File: src/lane_macros.svh
// Lane configuration macros
// Element width, register count, maximum vector length, queue depth

`ifndef LANE_MACROS_SVH
`define LANE_MACROS_SVH

// Width of one element in bits
`define LANE_ELEM_W 32

// Number of architectural vector registers
`define LANE_NR_VREGS 8

// Elements per vector register
`define LANE_VLMAX 4

// Operand and command queue depth
// One instruction never holds more than VLMAX elements in flight
`define LANE_QUEUE_DEPTH `LANE_VLMAX

`endif

File: src/lane_cfg_pkg.sv
// Data-shape types of the lane
// Elements, register and element indices, vector length, operand pairs

`default_nettype none

`include "lane_macros.svh"

package lane_cfg_pkg;

  // One vector element
  typedef logic [`LANE_ELEM_W-1:0] elem_t;

  // Register number and element index within a register
  typedef logic [$clog2(`LANE_NR_VREGS)-1:0] vreg_idx_t;
  typedef logic [$clog2(`LANE_VLMAX)-1:0]    elem_idx_t;

  // Vector length, 1 to VLMAX
  typedef logic [$clog2(`LANE_VLMAX+1)-1:0] vl_t;

  // Element address in the register file
  typedef struct packed {
    vreg_idx_t vreg;
    elem_idx_t elem;
  } vrf_addr_t;

  // Both source elements of one element operation
  typedef struct packed {
    elem_t src1;
    elem_t src2;
  } operand_pair_t;

endpackage

`default_nettype wire

File: src/lane_insn_pkg.sv
// Instruction-level types of the lane
// Opcodes, instruction request, ALU micro-operation, store beat

`default_nettype none

package lane_insn_pkg;

  // Supported vector operations
  typedef enum logic [2:0] {
    VADD   = 3'd0,
    VSUB   = 3'd1,
    VAND   = 3'd2,
    VOR    = 3'd3,
    VXOR   = 3'd4,
    VMVX   = 3'd5,
    VSTORE = 3'd6
  } opcode_e;

  //////////////////////////////////////////////////
  // Instruction port
  //////////////////////////////////////////////////

  typedef struct packed {
    opcode_e                  op;
    lane_cfg_pkg::vreg_idx_t  vd;
    lane_cfg_pkg::vreg_idx_t  vs1;
    // Also the source register of a store
    lane_cfg_pkg::vreg_idx_t  vs2;
    lane_cfg_pkg::vl_t        vl;
    // Broadcast value for VMVX
    lane_cfg_pkg::elem_t      scalar;
  } lane_req_t;

  //////////////////////////////////////////////////
  // Sequencer to ALU
  //////////////////////////////////////////////////

  // One element operation
  typedef struct packed {
    opcode_e                  op;
    lane_cfg_pkg::vrf_addr_t  dst;
    logic                     last;
    lane_cfg_pkg::elem_t      scalar;
  } alu_uop_t;

  // Store stream beat
  typedef struct packed {
    lane_cfg_pkg::elem_t      data;
    logic                     last;
  } store_beat_t;

endpackage

`default_nettype wire

File: src/stream_fifo.sv
// Circular buffer queue for any payload type
// Push without back-pressure, head with valid, pop at the edge

`timescale 1ns/1ps
`default_nettype none

module stream_fifo #(
  parameter type         payload_t = logic,
  parameter int unsigned DEPTH     = 4
) (
  input  logic      clk_i,
  input  logic      rst_ni,
  input  logic      push_i,
  input  payload_t  data_i,
  output payload_t  data_o,
  output logic      valid_o,
  input  logic      pop_i
);

  localparam int unsigned PtrW = (DEPTH > 1) ? $clog2(DEPTH) : 1;
  localparam int unsigned CntW = $clog2(DEPTH + 1);

  payload_t           mem_q [DEPTH];
  logic [PtrW-1:0]    rd_ptr_q, wr_ptr_q;
  logic [CntW-1:0]    cnt_q;
  logic               do_pop;

  assign valid_o = (cnt_q != '0);
  assign data_o  = mem_q[rd_ptr_q];
  assign do_pop  = pop_i && valid_o;

  always_ff @(posedge clk_i or negedge rst_ni) begin
    if (!rst_ni) begin
      rd_ptr_q <= '0;
      wr_ptr_q <= '0;
      cnt_q    <= '0;
    end else begin
      if (push_i) begin
        wr_ptr_q <= (wr_ptr_q == PtrW'(DEPTH - 1)) ? '0 : wr_ptr_q + 1'b1;
      end
      if (do_pop) begin
        rd_ptr_q <= (rd_ptr_q == PtrW'(DEPTH - 1)) ? '0 : rd_ptr_q + 1'b1;
      end
      // Count changes only when exactly one side moves
      if (push_i && !do_pop) begin
        cnt_q <= cnt_q + 1'b1;
      end else if (!push_i && do_pop) begin
        cnt_q <= cnt_q - 1'b1;
      end
    end
  end

  always_ff @(posedge clk_i) begin
    if (push_i) begin
      mem_q[wr_ptr_q] <= data_i;
    end
  end

endmodule

`default_nettype wire

File: src/vector_regfile.sv
// Vector register file
// Two registered read ports and one write port

`timescale 1ns/1ps
`default_nettype none

`include "lane_macros.svh"

module vector_regfile (
  input  logic                         clk_i,
  input  logic                         rst_ni,
  // Read ports
  input  logic                         rd_en_i,
  input  lane_cfg_pkg::vrf_addr_t      rd_addr_a_i,
  input  lane_cfg_pkg::vrf_addr_t      rd_addr_b_i,
  output lane_cfg_pkg::operand_pair_t  rd_data_o,
  output logic                         rd_valid_o,
  // Write port
  input  logic                         wr_en_i,
  input  lane_cfg_pkg::vrf_addr_t      wr_addr_i,
  input  lane_cfg_pkg::elem_t          wr_data_i
);

  lane_cfg_pkg::elem_t          mem_q [`LANE_NR_VREGS][`LANE_VLMAX];
  lane_cfg_pkg::operand_pair_t  rd_data_q;
  logic                         rd_valid_q;

  // Storage, cleared on reset
  always_ff @(posedge clk_i or negedge rst_ni) begin
    if (!rst_ni) begin
      for (int r = 0; r < `LANE_NR_VREGS; r++) begin
        for (int e = 0; e < `LANE_VLMAX; e++) begin
          mem_q[r][e] <= '0;
        end
      end
    end else if (wr_en_i) begin
      mem_q[wr_addr_i.vreg][wr_addr_i.elem] <= wr_data_i;
    end
  end

  // Read data, one cycle latency, returns the value before a same-edge write
  always_ff @(posedge clk_i) begin
    if (rd_en_i) begin
      rd_data_q.src1 <= mem_q[rd_addr_a_i.vreg][rd_addr_a_i.elem];
      rd_data_q.src2 <= mem_q[rd_addr_b_i.vreg][rd_addr_b_i.elem];
    end
  end

  always_ff @(posedge clk_i or negedge rst_ni) begin
    if (!rst_ni) begin
      rd_valid_q <= 1'b0;
    end else begin
      rd_valid_q <= rd_en_i;
    end
  end

  assign rd_data_o  = rd_data_q;
  assign rd_valid_o = rd_valid_q;

endmodule

`default_nettype wire

File: src/lane_sequencer.sv
// Lane sequencer
// Accepts one instruction, issues one element per cycle, waits for completion

`timescale 1ns/1ps
`default_nettype none

module lane_sequencer (
  input  logic                       clk_i,
  input  logic                       rst_ni,
  // Instruction port
  input  lane_insn_pkg::lane_req_t   req_i,
  input  logic                       req_valid_i,
  output logic                       req_ready_o,
  // Register file reads
  output logic                       rd_en_o,
  output lane_cfg_pkg::vrf_addr_t    rd_addr_a_o,
  output lane_cfg_pkg::vrf_addr_t    rd_addr_b_o,
  // Command queue push
  output lane_insn_pkg::alu_uop_t    uop_o,
  output logic                       uop_valid_o,
  // Completion from the ALU
  input  logic                       insn_done_i
);

  typedef enum logic [1:0] {
    SEQ_IDLE,
    SEQ_ISSUE,
    SEQ_WAIT
  } seq_state_e;

  seq_state_e                state_q, state_d;
  lane_insn_pkg::lane_req_t  req_q;
  lane_cfg_pkg::elem_idx_t   cnt_q;
  logic                      accept;
  logic                      last_elem;

  // A new request may be taken in the done cycle of the previous one
  assign req_ready_o = (state_q == SEQ_IDLE) || ((state_q == SEQ_WAIT) && insn_done_i);
  assign accept      = req_valid_i && req_ready_o;

  assign last_elem = (lane_cfg_pkg::vl_t'(cnt_q) == (req_q.vl - lane_cfg_pkg::vl_t'(1)));

  //////////////////////////////////////////////////
  // Element issue
  //////////////////////////////////////////////////

  // Broadcast needs no operands
  assign rd_en_o     = (state_q == SEQ_ISSUE) && (req_q.op != lane_insn_pkg::VMVX);
  assign rd_addr_a_o = '{vreg: req_q.vs1, elem: cnt_q};
  assign rd_addr_b_o = '{vreg: req_q.vs2, elem: cnt_q};

  assign uop_valid_o = (state_q == SEQ_ISSUE);
  assign uop_o       = '{op:     req_q.op,
                         dst:    '{vreg: req_q.vd, elem: cnt_q},
                         last:   last_elem,
                         scalar: req_q.scalar};

  //////////////////////////////////////////////////
  // FSM
  //////////////////////////////////////////////////

  always_comb begin
    state_d = state_q;
    case (state_q)
      SEQ_IDLE: begin
        if (accept) begin
          state_d = SEQ_ISSUE;
        end
      end
      SEQ_ISSUE: begin
        if (last_elem) begin
          state_d = SEQ_WAIT;
        end
      end
      SEQ_WAIT: begin
        if (accept) begin
          state_d = SEQ_ISSUE;
        end else if (insn_done_i) begin
          state_d = SEQ_IDLE;
        end
      end
      default: state_d = SEQ_IDLE;
    endcase
  end

  always_ff @(posedge clk_i or negedge rst_ni) begin
    if (!rst_ni) begin
      state_q <= SEQ_IDLE;
      cnt_q   <= '0;
    end else begin
      state_q <= state_d;
      if (accept) begin
        cnt_q <= '0;
      end else if (state_q == SEQ_ISSUE) begin
        cnt_q <= cnt_q + 1'b1;
      end
    end
  end

  // Accepted request
  always_ff @(posedge clk_i) begin
    if (accept) begin
      req_q <= req_i;
    end
  end

endmodule

`default_nettype wire

File: src/lane_alu.sv
// Lane ALU
// Joins the command and operand queue heads, writes back or stores,
// and flags the end of each instruction

`timescale 1ns/1ps
`default_nettype none

module lane_alu (
  input  logic                         clk_i,
  input  logic                         rst_ni,
  // Command queue head
  input  lane_insn_pkg::alu_uop_t      uop_i,
  input  logic                         uop_valid_i,
  output logic                         uop_pop_o,
  // Operand queue head
  input  lane_cfg_pkg::operand_pair_t  opnd_i,
  input  logic                         opnd_valid_i,
  output logic                         opnd_pop_o,
  // Register file write port
  output logic                         wr_en_o,
  output lane_cfg_pkg::vrf_addr_t      wr_addr_o,
  output lane_cfg_pkg::elem_t          wr_data_o,
  // Store stream
  output lane_insn_pkg::store_beat_t   store_o,
  output logic                         store_valid_o,
  input  logic                         store_ready_i,
  // Completion pulse
  output logic                         insn_done_o
);

  logic                 is_mvx;
  logic                 is_store;
  logic                 opnd_ok;
  logic                 fire;
  lane_cfg_pkg::elem_t  result;
  logic                 done_q;

  assign is_mvx   = (uop_i.op == lane_insn_pkg::VMVX);
  assign is_store = (uop_i.op == lane_insn_pkg::VSTORE);

  // Broadcast does not wait for the operand queue
  assign opnd_ok = is_mvx || opnd_valid_i;
  assign fire    = uop_valid_i && opnd_ok && (!is_store || store_ready_i);

  assign uop_pop_o  = fire;
  assign opnd_pop_o = fire && !is_mvx;

  //////////////////////////////////////////////////
  // Datapath
  //////////////////////////////////////////////////

  always_comb begin
    case (uop_i.op)
      lane_insn_pkg::VADD:   result = opnd_i.src1 + opnd_i.src2;
      lane_insn_pkg::VSUB:   result = opnd_i.src1 - opnd_i.src2;
      lane_insn_pkg::VAND:   result = opnd_i.src1 & opnd_i.src2;
      lane_insn_pkg::VOR:    result = opnd_i.src1 | opnd_i.src2;
      lane_insn_pkg::VXOR:   result = opnd_i.src1 ^ opnd_i.src2;
      lane_insn_pkg::VMVX:   result = uop_i.scalar;
      // Store passes the second source through
      default:               result = opnd_i.src2;
    endcase
  end

  assign wr_en_o   = fire && !is_store;
  assign wr_addr_o = uop_i.dst;
  assign wr_data_o = result;

  // Valid must not depend on ready, so the beat holds under back-pressure
  assign store_valid_o = uop_valid_i && is_store && opnd_valid_i;
  assign store_o       = '{data: result, last: uop_i.last};

  //////////////////////////////////////////////////
  // Completion
  //////////////////////////////////////////////////

  always_ff @(posedge clk_i or negedge rst_ni) begin
    if (!rst_ni) begin
      done_q <= 1'b0;
    end else begin
      done_q <= fire && uop_i.last;
    end
  end

  assign insn_done_o = done_q;

endmodule

`default_nettype wire

File: src/lane_top.sv
// Vector lane top level
// Sequencer, register file, operand and command queues, ALU

`timescale 1ns/1ps
`default_nettype none

`include "lane_macros.svh"

module lane_top (
  input  logic                        clk_i,
  input  logic                        rst_ni,
  // Instruction port
  input  lane_insn_pkg::lane_req_t    req_i,
  input  logic                        req_valid_i,
  output logic                        req_ready_o,
  // Store stream
  output lane_insn_pkg::store_beat_t  store_o,
  output logic                        store_valid_o,
  input  logic                        store_ready_i,
  // Completion
  output logic                        insn_done_o
);

  // Sequencer outputs
  logic                         rd_en;
  lane_cfg_pkg::vrf_addr_t      rd_addr_a, rd_addr_b;
  lane_insn_pkg::alu_uop_t      uop_push;
  logic                         uop_push_valid;
  // Register file to operand queue
  lane_cfg_pkg::operand_pair_t  rd_data;
  logic                         rd_valid;
  // Queue heads
  lane_insn_pkg::alu_uop_t      uop_head;
  logic                         uop_head_valid, uop_pop;
  lane_cfg_pkg::operand_pair_t  opnd_head;
  logic                         opnd_head_valid, opnd_pop;
  // Writeback
  logic                         wr_en;
  lane_cfg_pkg::vrf_addr_t      wr_addr;
  lane_cfg_pkg::elem_t          wr_data;

  lane_sequencer i_sequencer (
    .clk_i       (clk_i),
    .rst_ni      (rst_ni),
    .req_i       (req_i),
    .req_valid_i (req_valid_i),
    .req_ready_o (req_ready_o),
    .rd_en_o     (rd_en),
    .rd_addr_a_o (rd_addr_a),
    .rd_addr_b_o (rd_addr_b),
    .uop_o       (uop_push),
    .uop_valid_o (uop_push_valid),
    .insn_done_i (insn_done_o)
  );

  vector_regfile i_vrf (
    .clk_i       (clk_i),
    .rst_ni      (rst_ni),
    .rd_en_i     (rd_en),
    .rd_addr_a_i (rd_addr_a),
    .rd_addr_b_i (rd_addr_b),
    .rd_data_o   (rd_data),
    .rd_valid_o  (rd_valid),
    .wr_en_i     (wr_en),
    .wr_addr_i   (wr_addr),
    .wr_data_i   (wr_data)
  );

  //////////////////////////////////////////////////
  // Queues
  //////////////////////////////////////////////////

  stream_fifo #(
    .payload_t (lane_cfg_pkg::operand_pair_t),
    .DEPTH     (`LANE_QUEUE_DEPTH)
  ) i_opnd_queue (
    .clk_i   (clk_i),
    .rst_ni  (rst_ni),
    .push_i  (rd_valid),
    .data_i  (rd_data),
    .data_o  (opnd_head),
    .valid_o (opnd_head_valid),
    .pop_i   (opnd_pop)
  );

  stream_fifo #(
    .payload_t (lane_insn_pkg::alu_uop_t),
    .DEPTH     (`LANE_QUEUE_DEPTH)
  ) i_cmd_queue (
    .clk_i   (clk_i),
    .rst_ni  (rst_ni),
    .push_i  (uop_push_valid),
    .data_i  (uop_push),
    .data_o  (uop_head),
    .valid_o (uop_head_valid),
    .pop_i   (uop_pop)
  );

  lane_alu i_alu (
    .clk_i         (clk_i),
    .rst_ni        (rst_ni),
    .uop_i         (uop_head),
    .uop_valid_i   (uop_head_valid),
    .uop_pop_o     (uop_pop),
    .opnd_i        (opnd_head),
    .opnd_valid_i  (opnd_head_valid),
    .opnd_pop_o    (opnd_pop),
    .wr_en_o       (wr_en),
    .wr_addr_o     (wr_addr),
    .wr_data_o     (wr_data),
    .store_o       (store_o),
    .store_valid_o (store_valid_o),
    .store_ready_i (store_ready_i),
    .insn_done_o   (insn_done_o)
  );

endmodule

`default_nettype wire

File: config.mk
export PLATFORM = sky130hd
export DESIGN_NAME = lane_top
export DESIGN_NICKNAME = d
export VERILOG_FILES = /design/src/lane_cfg_pkg.sv /design/src/lane_insn_pkg.sv /design/src/stream_fifo.sv /design/src/vector_regfile.sv /design/src/lane_sequencer.sv /design/src/lane_alu.sv /design/src/lane_top.sv
export VERILOG_INCLUDE_DIRS = /design/src
export SDC_FILE = /design/constraint.sdc
export NUM_CORES = 2
export LEC_CHECK = 0
export ABC_AREA = 0
export BUFFER_PORTS_ARGS = -buffer_cell sky130_fd_sc_hd__buf_2
export CAP_MARGIN = 40
export CORE_UTILIZATION = 45
export DETAILED_ROUTE_END_ITERATION = 8
export GPL_TIMING_DRIVEN = 0
export HOLD_SLACK_MARGIN = 0.08
export PLACE_DENSITY = 0.66
export SLEW_MARGIN = 40
export SYNTH_ARGS = -nofsm -noshare
export SYNTH_HDL_FRONTEND = slang
export SYNTH_SLANG_ARGS = --single-unit
File: constraint.sdc
create_clock -name clk_i -period 7.62 [get_ports clk_i]
set_input_delay 1.524 -clock clk_i [delete_from_list [all_inputs] [get_ports clk_i]]
set_output_delay 1.524 -clock clk_i [all_outputs]
set_load 0.01 [all_outputs]
[Word level (Yosys, flattened, before mapping)]
Memories as Yosys holds them, arrays and structs flattened.
Index checks and enable logic that the tools add are counted.
Storage, ports and cells
  flip-flop bits (word level): 1155
  RAM bits: 420
  output and inout port bits: 36
  memories: 2
Memory list
  i_opnd_queue.mem_q: words 4, width 64, read ports 1, clocked after memory_dff 0, write ports 1, line stream_fifo.sv:23  | payload_t mem_q [DEPTH];
  i_cmd_queue.mem_q: words 4, width 41, read ports 1, clocked after memory_dff 0, write ports 1, line stream_fifo.sv:23
Operators by class
  add/sub/neg operators: 12
  magnitude comparators: 7
  equal/unequal tests: 17
  mux-type cells: 37
  bitwise logic cells: 8
  reductions and logical operators: 35
Operator list (number)
  $bwmux W1024: 1
  $bmux W128 S3: 2
  $mux W128: 5
  $demux W128 S3: 1
  $pmux W32 S6: 1
  $mux W32: 5
  $bmux W32 S2: 2
  $demux W32 S2: 1
  $add A32 B32 Y32: 1
  $and A32 B32 Y32: 1
  $or A32 B32 Y32: 1
  $sub A32 B32 Y32: 1
  $xor A32 B32 Y32: 1
  $mux W2: 10
  $logic_and A1 B1 Y1: 18
  $ge A4 B4 Y1 const B: 3
  $mux W3: 4
  $not A3 Y4: 3
  $add A2 B1 Y2 const B: 5
  $eq A2 B2 Y1 const B: 5
  $eq A3 B3 Y1 const B: 3
  $sub A3 B1 Y3 const B: 3
  $add A3 B1 Y3 const B: 2
  $eq A3 B2 Y1 const B: 2
  20 further kinds: 35

[Depth between registers and ports, before layout]
An unclocked memory read counts as a cell.
  depth after elaboration: 10
  mapped depth: 23

[By module]
From an unflattened synthesis, not the netlist that was laid out.
Unflattened totals
  cell total of the unflattened synthesis: 6195
  area, all modules: 81637.0 µm²
By module, submodules not included
  vector_regfile: times used 1, cells an instance 4670, area each 58180.8 µm², sequential area each 27571.4 µm²
  stream_fifo (i_opnd_queue): times used 1, cells an instance 370, area each 9639.2 µm², sequential area each 7862.5 µm²
  stream_fifo (i_cmd_queue): times used 1, cells an instance 251, area each 6387.4 µm², sequential area each 5099.9 µm²
  lane_alu: times used 1, cells an instance 782, area each 5398.9 µm², sequential area each 25.0 µm²
  lane_sequencer: times used 1, cells an instance 122, area each 2030.7 µm², sequential area each 1511.4 µm²

[Worst setup path before layout]
Ideal clock, no wire load.
  path kind: register -> output
  start point: register i_opnd_queue.rd_ptr_q[0]
  end point: output store_o[28] (netlist bit)
  arrival: 5219 ps
  required time: 6096 ps
  slack: 877 ps
  stages on the path, launching flop included: 23
  buffers on the path: 4
  cells stage by stage: dfrtp_1 -> buf_6 -> buf_6 -> mux4_2 -> inv_1 -> ha_1 -> nor2b_1 -> nand2_1 -> nor4_1 -> nor2_1 -> xnor2_1 -> ha_1 -> clkbuf_1 -> a21o_1 -> a21o_1 -> a211oi_1 -> a22o_1 -> a2111oi_0 -> o21ai_0 -> and3_1 -> o31a_1 -> clkbuf_1 -> inv_1
RTL lines
  start, declared: line stream_fifo.sv:24  | logic [PtrW-1:0] rd_ptr_q, wr_ptr_q;
  start signal, assigned: line stream_fifo.sv:42  | rd_ptr_q <= (rd_ptr_q == PtrW'(DEPTH - 1)) ? '0 : rd_ptr_q + 1'b1;
  end, declared: line lane_top.sv:17  | output lane_insn_pkg::store_beat_t store_o,

==> flow_summary.yaml <==
status:
  status: "complete, no violations"
critical_path:
  crit_slowest_cell: "mux4_2"
  crit_chain: "buf_12, buf_16, mux4_2, inv_4, ha_1, nor2b_4, nand2_2, nor4_4, buf_6, and3_4, a21oi_1, xnor2_1, ha_1, and4_1, and3_1, and2_1, nand4_1, a21oi_1, or4_1, nand3_2, a21oi_4, clkbuf_8, inv_1, buf_2"
  cpPeakStageDelay_ps: 670
  required_ps: 6100
  crit_buf_inv: 7
  crit_arrival_ps: 6010
  critPathLaunchType: "flop"
  end_kind: "output port"
  critPathKind: "flop to output port"
  critPathTopFamily: "simple AND/OR/NAND/NOR gates"
  crit_fanout: 10
clock_network:
  cts_max_path_buffers: 3
  cts_tree: "built"
  holdBufCountCts: 0
  cts.sinks: 1575
  cts_max_level: 4
  clkSlewWorstSetupHoldPaths_ps: 60
  cts-root-buf: "clkbuf_16"
  numCtsBuffers: 169
  clk_latency_ps: 850
drt:
  dr_total_vias: 56935
  drtPass1Iterations: 9
  drt_iter0_markers: 8676
  wl_met1_mm: 105
  routed.top_layer: "met5"
  wirelength_mm: 305
  viasPerCell: 6.75
  ant_nets: 0
  wl_met3_mm: 45.2
  wl_per_cell_um: 36.1
  wl_met2_mm: 132
  drc: 0
yosys:
  yosysMostFrequentCell: "dfrtp_1"
  yosys_warnings: 0
  synth_cells: 5718
  syn_area_per_cell_um2: 13.5
  synth_top_area_frac: 0.340
  ys_types: 74
  ys_async_sr_fraction: 0.663
  synth_nets: 5881
  synth_edf_count: 531
  yosys_register_bits: 1575
  synth_area_leaders: "dfrtp_1 (34%), mux4_2 (22%), edfxtp_1 (21%)"
  ys.flop_type: "dfrtp_1"
  yosys-top-cells-count: "dfrtp_1 (1044), mux4_2 (741), nand2_1 (660)"
  seq_area_frac_synth: 0.547
  synth_top_cell_by_area: "dfrtp_1"
  syn_area_um2: 76900
floorplan:
  initial_core_util: 0.453
  rows: 151
  die_w_um: 415
  coreArea_um2: 170000
  pin_count: 87
  die_h_um: 415
  die-area_um2: 173000
cells_and_area:
  layout-drive-gt1-share: 0.301
  stdcell_count: 8436
  fin_nets: 6228
  area_growth_pct: 15.7
place:
  gp_congestion: 1.00
  pre_cts_slack_ps: -2090
  portBuffers: 86
  place_hpwl_mm: 216
  placed_cells: 8085
global_routing:
  antenna_found_initial: 24
  track_usage: 0.351
  grt-ovfl-total: 0
  grt_max_degree: 103
  grt_pass1_wl_mm: 423
  grt_pass1_vias: 56416
timing:
  setup_viol: 0
  fin_skew_ps: 59.6
  timing.hold.ws_ps: 469
  slew_viol_final: 0
  worst_pin_slew_ps: 1020
  setup_ws_ps: 88.3
  rsz0062_at_grt: "yes"
  clock.fmax_mhz: 133
  relSlewSlack: 0.319
  period_needed_ps: 7530
  period_share: 0.988
  finalHoldViolCount: 0
hold_path:
  hold_class: "flop to flop"
run:
  drv_cap: 0
-- worst reg2reg max path, stage by stage, from the launching register on --
cell and delay, ps:
dfrtp_1 400, clkbuf_4 260, buf_1 570, buf_1 630
mux4_2 540, a21oi_1 700, nand3_1 470, nor2_2 870
clkbuf_2 560, clkbuf_1 710, a21oi_1 160
-- layout make-up --
cell class / instances / area [um^2]
fill: 14268 / 80700
sequential: 1575 / 42100
multi-input combinational: 3545 / 33500
clock buffer: 227 / 4760
tap: 2218 / 2780
buffer: 453 / 2210
timing repair buffer: 204 / 2200
clock inverter: 85 / 1060
inverter: 117 / 445
antenna: 12 / 30.0
-- through the flow --
step           utilization  setup TNS [ps]  area, um^2
3_5_place_dp         0.484          -76010       82100
4_1_cts              0.522           -39.7       88600
6_report             0.525               0       89000
5_1_grt              0.524            -199       89000
3_3_place_gp         0.472               -       80100
2_1_floorplan            -               0       76900
-- final timing paths --
check                                                      from                           endpoint  slack (ps)  cells after the start
setup / recovery           i_opnd_queue.rd_ptr_q[0]$_DFFE_PN0P_                        store_o[31]          90                     24
hold / removal                i_opnd_queue.cnt_q[2]$_DFFE_PN0P_  i_opnd_queue.cnt_q[2]$_DFFE_PN0P_         470                      1
setup reg to reg            i_cmd_queue.rd_ptr_q[1]$_DFFE_PN0P_       i_vrf.mem_q[312]$_DFFE_PN0P_        1640                     10
hold reg to reg               i_opnd_queue.cnt_q[2]$_DFFE_PN0P_  i_opnd_queue.cnt_q[2]$_DFFE_PN0P_         470                      1
max in group asynchronous                                rst_ni   i_cmd_queue.cnt_q[0]$_DFFE_PN0P_        5230                      4
min in group asynchronous                                rst_ni       i_vrf.mem_q[461]$_DFFE_PN0P_         550                      1
-- registers in the layout (all words and copies together) (netlist names) --
name and count:
i_sequencer.rd_addr_b_o 3, i_opnd_queue.rd_ptr_q 2, i_opnd_queue.cnt_q 3, i_sequencer.req_q 3, i_sequencer.uop_o 38, i_sequencer.state_q 2, i_cmd_queue.rd_ptr_q 2, i_opnd_queue.wr_ptr_q 2
i_alu.insn_done_o 1, i_cmd_queue.wr_ptr_q 2, i_cmd_queue.mem_q 164, i_vrf.mem_q 1024, i_sequencer.rd_addr_a_o 3, i_opnd_queue.mem_q 256, i_cmd_queue.cnt_q 3, i_sequencer.cnt_q 2
i_vrf.rd_data_o 64, i_vrf.rd_valid_o 1
-- cells by family after synthesis --
logic type      count (synthesis)  share of synthesized area
fa+ha+maj                     112                     0.0185
xor+xnor                       61                    0.00694
buf+inv                       598                     0.0301
compound gates               1190                     0.0849
simple gates                 1218                     0.0627
flops                        1575                      0.547
mux                           964                      0.250
-- routing by layer --
metal,vias to the layer above,global-route usage
li1,22136,-
met1,29186,0.429
met2,4415,0.511
met3,1184,0.156
met4,14,0.216
met5,-,0.00111
-- cells in the final DEF (no fill, tap or decap), types with 27 or more instances in the layout --
cell          n
mux4_2      743
ha_1        101
clkbuf_8     31
buf_4        54
inv_1       115
a21oi_1     404
xnor2_1      49
clkinv_2     30
clkbuf_16   171
nand2_1     656
buf_16       27
buf_2       149
o21ai_0     586
nor2_1      424
mux2_2      210
clkbuf_2    174
clkbuf_1    207
dfrtp_1    1043
edfxtp_1    531
-- repair_timing --
action,4_1_cts,5_1_grt
setup endpoints to repair,244,24
pin swaps,19,17
setup buffers,34,17
resized for setup,125,48
Power is left out: the tool's default activity adds up to more than one toggle a clock period on the data nets, which glitch-free logic cannot reach.
